<file path="src/design/axi_bridge_pkg.sv">
/* Shared widths, channel types and the fixed system address map
   for the single-master AXI4 write bridge */
package axi_bridge_pkg;

    localparam int ADDR_W     = 32;
    localparam int DATA_W     = 32;
    localparam int STRB_W     = DATA_W / 8;
    localparam int LEN_W      = 4;
    localparam int SIZE_W     = 3;
    localparam int MID_W      = 4;
    localparam int SID_W      = 8;
    localparam int NUM_SLAVES = 5;

    typedef logic [$clog2(NUM_SLAVES)-1:0] slave_idx_t;

    typedef logic [1:0] resp_t;

    localparam resp_t RESP_OKAY   = 2'b00;
    localparam resp_t RESP_DECERR = 2'b11;

    // One address word, seen through either region size of the map
    typedef union packed {
        struct packed {
            logic [15:0]        region;
            logic [ADDR_W-17:0] offset;
        } r16;
        struct packed {
            logic [7:0]        region;
            logic [ADDR_W-9:0] offset;
        } r8;
    } addr_view_u;

    // Master side request, ID widened on the way to a slave
    typedef struct packed {
        logic [MID_W-1:0]  id;
        logic [ADDR_W-1:0] addr;
        logic [LEN_W-1:0]  len;
        logic [SIZE_W-1:0] size;
        logic [1:0]        burst;
    } aw_req_t;

    typedef struct packed {
        logic [SID_W-1:0]  id;
        logic [ADDR_W-1:0] addr;
        logic [LEN_W-1:0]  len;
        logic [SIZE_W-1:0] size;
        logic [1:0]        burst;
    } aw_slv_t;

    typedef struct packed {
        logic [DATA_W-1:0] data;
        logic [STRB_W-1:0] strb;
        logic              last;
    } w_beat_t;

    typedef struct packed {
        logic [MID_W-1:0] id;
        resp_t            resp;
    } b_rsp_t;

    typedef struct packed {
        logic [SID_W-1:0] id;
        resp_t            resp;
    } b_slv_t;

    // Upper 16 bits select slaves 0 to 3
    localparam logic [15:0] REGION16_S0 = 16'h0001;
    localparam logic [15:0] REGION16_S1 = 16'h0002;
    localparam logic [15:0] REGION16_S2 = 16'h1000;
    localparam logic [15:0] REGION16_S3 = 16'h1001;

    // Slave 4 owns a whole 16 MB window
    localparam logic [7:0] REGION8_S4 = 8'h20;

endpackage

</file>
<file path="src/design/axi_write_bridge.sv">
/* AXI4 write bridge top: one master to five slaves plus a DECERR
   responder for addresses outside the map */
`timescale 1ns/1ps

module axi_write_bridge
    import axi_bridge_pkg::*;
(
    input  logic                     ACLK,
    input  logic                     ARESETn,
    input  logic                     m_aw_valid,
    input  aw_req_t                  m_aw,
    output logic                     m_aw_ready,
    input  logic                     m_w_valid,
    input  w_beat_t                  m_w,
    output logic                     m_w_ready,
    output logic                     m_b_valid,
    output b_rsp_t                   m_b,
    input  logic                     m_b_ready,
    output logic [NUM_SLAVES-1:0]    s_aw_valid,
    output aw_slv_t [NUM_SLAVES-1:0] s_aw,
    input  logic [NUM_SLAVES-1:0]    s_aw_ready,
    output logic [NUM_SLAVES-1:0]    s_w_valid,
    output w_beat_t [NUM_SLAVES-1:0] s_w,
    input  logic [NUM_SLAVES-1:0]    s_w_ready,
    input  logic [NUM_SLAVES-1:0]    s_b_valid,
    input  b_slv_t [NUM_SLAVES-1:0]  s_b,
    output logic [NUM_SLAVES-1:0]    s_b_ready
);

    logic       busy;
    logic       decerr;
    slave_idx_t sel;
    aw_req_t    aw_lat;
    logic       d_aw_valid;
    logic       d_aw_ready;
    logic       d_w_valid;
    logic       d_w_ready;
    logic       d_b_valid;
    logic       d_b_ready;
    b_rsp_t     d_b;

    wr_txn_ctrl u_ctrl (
        .ACLK     (ACLK),
        .ARESETn  (ARESETn),
        .aw_valid (m_aw_valid),
        .aw_req   (m_aw),
        .b_valid  (m_b_valid),
        .b_ready  (m_b_ready),
        .busy     (busy),
        .sel      (sel),
        .decerr   (decerr),
        .aw_lat   (aw_lat)
    );

    wr_channel_router u_router (
        .busy       (busy),
        .sel        (sel),
        .decerr     (decerr),
        .aw_lat     (aw_lat),
        .m_aw_valid (m_aw_valid),
        .m_w_valid  (m_w_valid),
        .m_w        (m_w),
        .m_b_ready  (m_b_ready),
        .m_aw_ready (m_aw_ready),
        .m_w_ready  (m_w_ready),
        .m_b_valid  (m_b_valid),
        .m_b        (m_b),
        .s_aw_valid (s_aw_valid),
        .s_aw       (s_aw),
        .s_w_valid  (s_w_valid),
        .s_w        (s_w),
        .s_b_ready  (s_b_ready),
        .s_aw_ready (s_aw_ready),
        .s_w_ready  (s_w_ready),
        .s_b_valid  (s_b_valid),
        .s_b        (s_b),
        .d_aw_valid (d_aw_valid),
        .d_w_valid  (d_w_valid),
        .d_b_ready  (d_b_ready),
        .d_aw_ready (d_aw_ready),
        .d_w_ready  (d_w_ready),
        .d_b_valid  (d_b_valid),
        .d_b        (d_b)
    );

    wr_decerr_slave u_decerr (
        .ACLK     (ACLK),
        .ARESETn  (ARESETn),
        .aw_valid (d_aw_valid),
        .aw_id    (aw_lat.id),
        .aw_ready (d_aw_ready),
        .w_valid  (d_w_valid),
        .w_last   (m_w.last),
        .w_ready  (d_w_ready),
        .b_valid  (d_b_valid),
        .b        (d_b),
        .b_ready  (d_b_ready)
    );

endmodule

</file>
<file path="src/design/wr_channel_router.sv">
/* Write channel router: steers AW and W to the selected target and
   muxes ready and the B response back to the master */
`timescale 1ns/1ps

module wr_channel_router
    import axi_bridge_pkg::*;
(
    input  logic                       busy,
    input  slave_idx_t                 sel,
    input  logic                       decerr,
    input  aw_req_t                    aw_lat,
    input  logic                       m_aw_valid,
    input  logic                       m_w_valid,
    input  w_beat_t                    m_w,
    input  logic                       m_b_ready,
    output logic                       m_aw_ready,
    output logic                       m_w_ready,
    output logic                       m_b_valid,
    output b_rsp_t                     m_b,
    output logic [NUM_SLAVES-1:0]      s_aw_valid,
    output aw_slv_t [NUM_SLAVES-1:0]   s_aw,
    output logic [NUM_SLAVES-1:0]      s_w_valid,
    output w_beat_t [NUM_SLAVES-1:0]   s_w,
    output logic [NUM_SLAVES-1:0]      s_b_ready,
    input  logic [NUM_SLAVES-1:0]      s_aw_ready,
    input  logic [NUM_SLAVES-1:0]      s_w_ready,
    input  logic [NUM_SLAVES-1:0]      s_b_valid,
    input  b_slv_t [NUM_SLAVES-1:0]    s_b,
    output logic                       d_aw_valid,
    output logic                       d_w_valid,
    output logic                       d_b_ready,
    input  logic                       d_aw_ready,
    input  logic                       d_w_ready,
    input  logic                       d_b_valid,
    input  b_rsp_t                     d_b
);

    logic    to_slave;
    logic    to_decerr;
    aw_slv_t aw_wide;

    assign to_slave  = busy && !decerr;
    assign to_decerr = busy && decerr;

    // Zero-extend the master ID to slave width
    assign aw_wide = '{
        id:    {{(SID_W - MID_W){1'b0}}, aw_lat.id},
        addr:  aw_lat.addr,
        len:   aw_lat.len,
        size:  aw_lat.size,
        burst: aw_lat.burst
    };

    // Forward path, all unselected targets held at zero
    always_comb begin
        for (int i = 0; i < NUM_SLAVES; i++) begin
            if (to_slave && (sel == slave_idx_t'(i))) begin
                s_aw_valid[i] = m_aw_valid;
                s_aw[i]       = aw_wide;
                s_w_valid[i]  = m_w_valid;
                s_w[i]        = m_w;
                s_b_ready[i]  = m_b_ready;
            end else begin
                s_aw_valid[i] = 1'b0;
                s_aw[i]       = '0;
                s_w_valid[i]  = 1'b0;
                s_w[i]        = '0;
                s_b_ready[i]  = 1'b0;
            end
        end
        d_aw_valid = to_decerr && m_aw_valid;
        d_w_valid  = to_decerr && m_w_valid;
        d_b_ready  = to_decerr && m_b_ready;
    end

    // Return path
    always_comb begin
        m_aw_ready = 1'b0;
        m_w_ready  = 1'b0;
        m_b_valid  = 1'b0;
        m_b        = '0;
        if (to_decerr) begin
            m_aw_ready = d_aw_ready;
            m_w_ready  = d_w_ready;
            m_b_valid  = d_b_valid;
            m_b        = d_b;
        end else if (to_slave) begin
            m_aw_ready = s_aw_ready[sel];
            m_w_ready  = s_w_ready[sel];
            m_b_valid  = s_b_valid[sel];
            m_b.id     = s_b[sel].id[MID_W-1:0];
            m_b.resp   = s_b[sel].resp;
        end
    end

    always_comb begin
        a_one_target: assert ($onehot0({d_aw_valid, s_aw_valid}))
            else $error("aw_valid driven to more than one target");
    end

endmodule

</file>
<file path="src/design/wr_decerr_slave.sv">
/* Default responder for unmapped addresses: accepts the whole burst
   and answers DECERR with the master's ID */
`timescale 1ns/1ps

module wr_decerr_slave
    import axi_bridge_pkg::*;
(
    input  logic             ACLK,
    input  logic             ARESETn,
    input  logic             aw_valid,
    input  logic [MID_W-1:0] aw_id,
    output logic             aw_ready,
    input  logic             w_valid,
    input  logic             w_last,
    output logic             w_ready,
    output logic             b_valid,
    output b_rsp_t           b,
    input  logic             b_ready
);

    typedef enum logic [1:0] {
        PH_ADDR = 2'd0,
        PH_DATA = 2'd1,
        PH_RESP = 2'd2
    } phase_t;

    phase_t           phase;
    logic [MID_W-1:0] id_lat;

    assign aw_ready = (phase == PH_ADDR);
    assign w_ready  = (phase == PH_DATA);
    assign b_valid  = (phase == PH_RESP);
    assign b        = '{id: id_lat, resp: RESP_DECERR};

    always_ff @(posedge ACLK) begin
        if (!ARESETn) begin
            phase <= PH_ADDR;
        end else begin
            case (phase)
                PH_ADDR: if (aw_valid) phase <= PH_DATA;
                // No beat count, last closes the burst
                PH_DATA: if (w_valid && w_last) phase <= PH_RESP;
                PH_RESP: if (b_ready) phase <= PH_ADDR;
                default: phase <= PH_ADDR;
            endcase
        end
    end

    always_ff @(posedge ACLK) begin
        if (aw_valid && aw_ready) begin
            id_lat <= aw_id;
        end
    end

    a_b_hold: assert property (@(posedge ACLK) disable iff (!ARESETn)
        b_valid && !b_ready |=> b_valid && $stable(b))
        else $error("DECERR response dropped before b_ready");

endmodule

</file>
<file path="src/design/wr_txn_ctrl.sv">
/* Write transaction controller: FREE/DATA state machine that decodes
   the address and holds the request until the master B transfer */
`timescale 1ns/1ps

module wr_txn_ctrl
    import axi_bridge_pkg::*;
(
    input  logic       ACLK,
    input  logic       ARESETn,
    input  logic       aw_valid,
    input  aw_req_t    aw_req,
    input  logic       b_valid,
    input  logic       b_ready,
    output logic       busy,
    output slave_idx_t sel,
    output logic       decerr,
    output aw_req_t    aw_lat
);

    typedef enum logic {
        FREE = 1'b0,
        DATA = 1'b1
    } state_t;

    state_t     state;
    addr_view_u addr_view;
    slave_idx_t dec_sel;
    logic       dec_miss;
    logic       start;

    assign addr_view = aw_req.addr;
    assign start     = (state == FREE) && aw_valid;
    assign busy      = (state == DATA);

    // Address map decode
    always_comb begin
        dec_sel  = '0;
        dec_miss = 1'b0;
        if (addr_view.r16.region == REGION16_S0) begin
            dec_sel = slave_idx_t'(0);
        end else if (addr_view.r16.region == REGION16_S1) begin
            dec_sel = slave_idx_t'(1);
        end else if (addr_view.r16.region == REGION16_S2) begin
            dec_sel = slave_idx_t'(2);
        end else if (addr_view.r16.region == REGION16_S3) begin
            dec_sel = slave_idx_t'(3);
        end else if (addr_view.r8.region == REGION8_S4) begin
            dec_sel = slave_idx_t'(4);
        end else begin
            dec_miss = 1'b1;
        end
    end

    always_ff @(posedge ACLK) begin
        if (!ARESETn) begin
            state  <= FREE;
            sel    <= '0;
            decerr <= 1'b0;
        end else if (start) begin
            state  <= DATA;
            sel    <= dec_sel;
            decerr <= dec_miss;
        end else if (busy && b_valid && b_ready) begin
            state <= FREE;
        end
    end

    always_ff @(posedge ACLK) begin
        if (start) begin
            aw_lat <= aw_req;
        end
    end

    // Routing must not move under an open burst
    a_sel_stable: assert property (@(posedge ACLK) disable iff (!ARESETn)
        $past(busy) && busy |-> $stable(sel) && $stable(decerr))
        else $error("target changed during a write");

endmodule

</file>
<file path="config.mk">
export PLATFORM = sky130hd
export DESIGN_NAME = axi_write_bridge
export DESIGN_NICKNAME = d
export VERILOG_FILES = /design/src/design/axi_bridge_pkg.sv /design/src/design/axi_write_bridge.sv /design/src/design/wr_channel_router.sv /design/src/design/wr_decerr_slave.sv /design/src/design/wr_txn_ctrl.sv
export SDC_FILE = /design/constraint.sdc
export NUM_CORES = 1
export LEC_CHECK = 0
export BUFFER_PORTS_ARGS = -buffer_cell sky130_fd_sc_hd__buf_2
export CAP_MARGIN = 20
export CORE_AREA = 3 3 231 233
export CTS_CLUSTER_DIAMETER = 80
export DETAILED_ROUTE_END_ITERATION = 8
export DIE_AREA = 0 0 234 236
export REMOVE_ABC_BUFFERS = 1
export SLEW_MARGIN = 20
export SYNTH_ARGS = -nofsm -noshare
export SYNTH_HDL_FRONTEND = slang
export SYNTH_SLANG_ARGS = --single-unit
</file>
<file path="constraint.sdc">
create_clock -name ACLK -period 2.1 [get_ports ACLK]
set_input_delay 0.315 -clock ACLK [delete_from_list [all_inputs] [get_ports ACLK]]
set_output_delay 0.315 -clock ACLK [all_outputs]
set_load 0.02 [all_outputs]
</file>
# ---- Yosys cells after proc, flatten, opt, wreduce, memory -nomap -nowiden
# Index checks and enable logic that the tools add are counted.
dict set report classes {
  n_lt_le_gt_ge 1
  eq_ne 14
  muxes 57
  bitwise 1
  reduce_logical 20
}
# operator count
set op_table {}
lappend op_table {{$mux 45} 5}
lappend op_table {{$mux 37} 5}
lappend op_table {{$eq 16x13->1 const B} 2}
lappend op_table {{$mux 1} 31}
lappend op_table {{$bmux 10 s3} 1}
lappend op_table {{$mux 6} 3}
lappend op_table {{$eq 16x1->1 const B} 1}
lappend op_table {{$eq 16x2->1 const B} 1}
lappend op_table {{$logic_and 1x1->1} 15}
lappend op_table {{$mux 3} 5}
lappend op_table {{$bmux 1 s3} 3}
lappend op_table {{$eq 8x6->1 const B} 1}
lappend op_table {{$eq 3x2->1 const B} 2}
lappend op_table {{$mux 2} 3}
lappend op_table {{$pmux 2 s3} 1}
lappend op_table {{$lt 3x4->1 const B} 1}
lappend op_table {{$ne 2x1->1 const B} 2}
lappend op_table {{$eq 3x1->1 const B} 1}
lappend op_table {{$eq 3x3->1 const B} 1}
lappend op_table {{$logic_not 3->1} 1}
lappend op_table {{$reduce_and 3->1} 1}
lappend op_table {{$eq 2x1->1 const B} 1}
lappend op_table {{$eq 2x2->1 const B} 1}
lappend op_table {{$logic_not 2->1} 1}
lappend op_table {{other kinds (4)} 4}
dict set report totals {
  reg_bits 56
  input_bits 152
  out_inout_bits 454
  word_cells 103
}

# ---- Longest topological paths before layout
dict set report depth {
  ltp_word 8
  ltp_mapped 7
  depth_no_buf 4
}

# ---- By module
# Synthesis repeated with hierarchy kept, for this count alone.
dict set report hier_totals {
  cells_unflattened 655
  hier_area_um2 5476.5
}
# module n_inst cells_each area_each_um2 seq_area_each_um2
set by_module_without_submodules {}
lappend by_module_without_submodules {wr_channel_router 1 556 3558.4 0.0}
lappend by_module_without_submodules {wr_txn_ctrl 1 80 1665.3 1451.4}
lappend by_module_without_submodules {wr_decerr_slave 1 19 252.7 160.2}

# ---- Least setup slack after synthesis
# No wires, ideal clock.
dict set report synth_path {
  path_kind {flip-flop to flip-flop}
  start {register u_ctrl.state, in the netlist u_ctrl.busy}
  end {register u_ctrl.decerr}
  setup_time_ns 0.078
  t_arrival_ns 1.805
  t_required_ns 2.022
  setup_slack_ns 0.217
  stages_incl_launch_ff 5
  n_path_buf 0
  period_less_slack_ns 1.883
  path_cell_list {dfxtp_1 nand2b_1 inv_1 o21ai_0 nor3_1}
}
dict set report synth_between {
  elab_chain_len 2
}
# item line
set synth_lines {}
lappend synth_lines {{from (decl)} wr_txn_ctrl.sv:25} ;# state_t state;
lappend synth_lines {{from (signal assigned)} wr_txn_ctrl.sv:56} ;# state <= FREE;
lappend synth_lines {{from (signal assigned)} wr_txn_ctrl.sv:60} ;# state <= DATA;
lappend synth_lines {{from (signal assigned)} wr_txn_ctrl.sv:64} ;# state <= FREE;
lappend synth_lines {{$not 1->1} wr_txn_ctrl.sv:32} ;# assign start = (state == FREE) && aw_valid;
lappend synth_lines {{$logic_and 1x1->1} wr_txn_ctrl.sv:32}
lappend synth_lines {{via u_ctrl.start} wr_txn_ctrl.sv:29} ;# logic start;
lappend synth_lines {{to (signal assigned)} wr_txn_ctrl.sv:62} ;# decerr <= dec_miss;
lappend synth_lines {{to (decl)} wr_txn_ctrl.sv:16} ;# output logic decerr,
# The timed path passes the listed nets, and every way through them passes these cells.
# A chain may end at the register's enable or synchronous reset.

==> metrics <==
Layout Cells excl Fill 1888; Vias between 6000 and 7000; CTS tree built; max frequency 446 MHz; Period Utilization, post-route 1.07; Worst R2R Start u_ctrl.busy; CORE AREA 51400 um^2; largest net degree at the start of global routing 86; Leak 5.77 nW; CTS H-Tree Depth 2; Die X around 230 um; max incr delay on CP 380 ps; dpl ws 160 ps; via/cell ratio about 3.6; wire length per cell 18.9 um; final worst setup slack -144 ps; crit path DAT 1930 ps; die area 55200 um^2; Synth Area per Inst 8.54 um^2; Final Net Count 1355; clock root cell clkbuf_16; vias in the first global route 5884; RSZ-0062 raised after global routing yes; slowest cell on the critical path dfxtp_4; synthesized-area fraction occupied by and/or/nand/nor cells 0.547; Worst setup EP type output port; Global Route Usage Sum 0.0989; most used cell, CP buf_4; final wirelength roughly 36 mm; critical path fanouts, max 43; Distinct cells, synth 36; Yosys reg bits 56; Final Wtd Congestion 0.758; Warnings, synthesis 0; Peak VDD IR 0.000289 V; starting density of the core 0.104; area grow syn2layout 109%; hold depth 1; CP Launch Type flip-flop; Hold Fails Final Rpt 0; # IOs 606; drc violations 0; Comb power frac 0.277; DRT Pass-1 Iters 4; first-pass GRT wire length roughly 40 mm; switching portion of total power 0.339; hold buffers post-CTS 0; clk_lat worst skew approximately 330 ps; Psw 1.09 mW; antenna viol nets, final 0; largest family of logic cells by synthesized area simple AND/OR/NAND/NOR gates; clk slew on worst S/H paths 90 ps; CP Class flip-flop to output port; CTS sink cnt 56; Num CTS Buffers 5; WHS Endpoint u_ctrl.aw_lat[6]; setup violators final 282; initial antenna violation count 6; post-synthesis instance total 624; Top delay family on crit path buffers and inverters; mux cell area share after synthesis 0.0402; global route total overflow 0; Cells after DPL between 1500 and 2000; Post-Syn Area 5330 um^2; status finished, violations left; P_int 2.12 mW; min-delay worst type primary input to flip-flop; Bufs and invs on worst path 4; worst path cell trace buf_4 > nor4_4 > buf_4 > clkbuf_16 > and2_1 > buf_4; Post-Synth XOR/XNOR Area 0; failing checks negative setup slack; adder and majority gate portion of the synthesized area 0; Pwr Total roughly 3.2 mW; chip height 236 um; layout cells sized above 1 0.640; Period minus WS final 2240 ps; Worst Skew about 11 ps; Reg power frac 0.426; max cap viols 0; Clk pwr share 0.297; DPL Wire Length roughly 23 mm; Reg-to-Reg End u_ctrl.aw_lat[20]; sequential area share after synthesis 0.302; hold_sp m_aw[6]; post-synthesis compound-gate area fraction 0.0287; clk buf depth 2; standard-cell row count 83; cell area power density ~290 nW/um^2; I/O Buffers ~570; reg-to-reg slack, setup between 300 and 400 ps; CP required 1780 ps; Initial DRC Count about 220; Slew Viols, Final 0; R2R cell count 5
power by group through the flow:
stage	sequential [mW]	clock (mW)	combinational [mW]
3_5_place_dp	1.38	0	0.687
5_1_grt	1.38	1.06	0.941
4_1_cts	1.36	1.01	0.717
2_1_floorplan	1.34	0	0.318
6_report	1.37	0.951	0.887
3_3_place_gp	1.38	0	0.683
state kept, by name, summed over array words and instances, names as in the netlist:
register	flops
u_decerr.id_lat	4
u_ctrl.busy	1
u_ctrl.sel	3
u_decerr.phase	2
u_ctrl.aw_lat	45
u_ctrl.decerr	1
cells in the mapped netlist:
library cell  instances  share of area
a21oi_1               2         0.0019
a221o_1               5         0.0094
a222oi_1              4         0.0075
a22oi_1               1         0.0014
a2bb2oi_1             2         0.0033
and2_1              428           0.50
and3_1                2         0.0023
and3b_1               2         0.0033
buf_2                11          0.010
buf_4                27          0.038
buf_6                 2         0.0042
clkbuf_1             15          0.011
clkbuf_2             15          0.014
conb_1                1        0.00070
dfxtp_1               7          0.026
edfxtp_1             49           0.28
inv_1                 6         0.0042
mux2_2                1         0.0021
mux4_2                9          0.038
nand2_1               3         0.0021
nand2b_1              4         0.0047
nand3_1               3         0.0028
nand4b_1              1         0.0016
nor2_1                4         0.0028
nor2_4                1         0.0021
nor2b_1               1         0.0012
nor3_1                3         0.0028
nor3b_1               2         0.0028
nor3b_2               1         0.0023
nor4_1                2         0.0023
nor4_2                1         0.0023
nor4_4                1         0.0040
o21a_1                1         0.0014
o21ai_0               2         0.0019
o21ai_1               2         0.0019
or4_1                 3         0.0042
repair_timing:
| item | 4_1_cts | 5_1_grt |
|---|---|---|
| cloned | 3 | 19 |
| setup buffers | 7 | 9 |
| gates resized for setup | 159 | 310 |
| pin swaps | 21 | 22 |
| endpoints found under the hold margin | 0 | 0 |
| setup endpoints to repair | 434 | 434 |
routing by layer:
metal | wire [um] | track usage
met1 | 14700 | 0.118
met2 | 17700 | 0.180
met3 | 2340 | 0.0196
met4 | 805 | 0.0230
met5 | 41 | 0
final cells by class:
class                   instances  area, um^2
fillers                      5561       40300
multi-input cells             511        3680
flip-flops and latches         56        1620
clock inverters                 3        26.3
clock buffers                   5         125
well taps                     680         851
repair buffers                623        4780
inverters                       6        22.5
diodes                          4        10.0
metrics by stage:
step,hold slack [ps],area [um^2],util,setup TNS [ps]
after floorplan,404,4990,-,-294690
after global placement,481,8980,0.175,0
after detailed placement,480,8980,0.175,0
after CTS,127,9760,0.190,-21130
after global routing,130,11100,0.216,-56300
final,156,11100,0.216,-17280
worst max path at each step:
stage                     slack [ps]        to  cells after the start     startpoint
after floorplan                -1480   s_aw[0]                      2  u_ctrl.sel[0]
after global placement           160    m_b[3]                      5  u_ctrl.sel[0]
after detailed placement         160    m_b[3]                      5  u_ctrl.sel[0]
after CTS                       -140    m_b[4]                      5  u_ctrl.sel[0]
after global routing            -230    m_b[4]                      8    u_ctrl.busy
final                           -140  s_aw[16]                      6  u_ctrl.sel[1]
kinds of logic after synthesis:
logic type	Yosys count
AND/OR/NAND/NOR	462
AO/OA/AOI/OAI	19
flip-flops	56
other	1
buffers and inverters	76
multiplexers	10
placed cells by master (no fill, tap or decap), types with 2 or more instances in the layout:
cell and count:
nor4_1 2, nand2b_1 3, buf_8 5, dfxtp_1 2
o21ai_0 2, diode_2 4, and2_4 116, nand2_1 2
and2_1 312, buf_12 23, mux4_2 9, buf_2 381
a21oi_1 2, nor4_4 2, nor3b_1 2, a222oi_1 4
inv_6 2, nor3_1 3, clkbuf_4 2, conb_1 20
a221o_1 5, buf_6 129, inv_1 5, edfxtp_1 49
nand3_1 3, clkbuf_16 17, buf_16 2, a2bb2oi_1 2
buf_4 69, or4_1 3, nor2_1 4, dfxtp_2 4
o21ai_1 2
worst register-to-register path, stage by stage (launching register included):
cell and delay (ps):
dfxtp_2 340, buf_6 130, buf_4 130, nand2b_1 260
inv_2 250, buf_12 250
(Power assumes the default switching activity.)
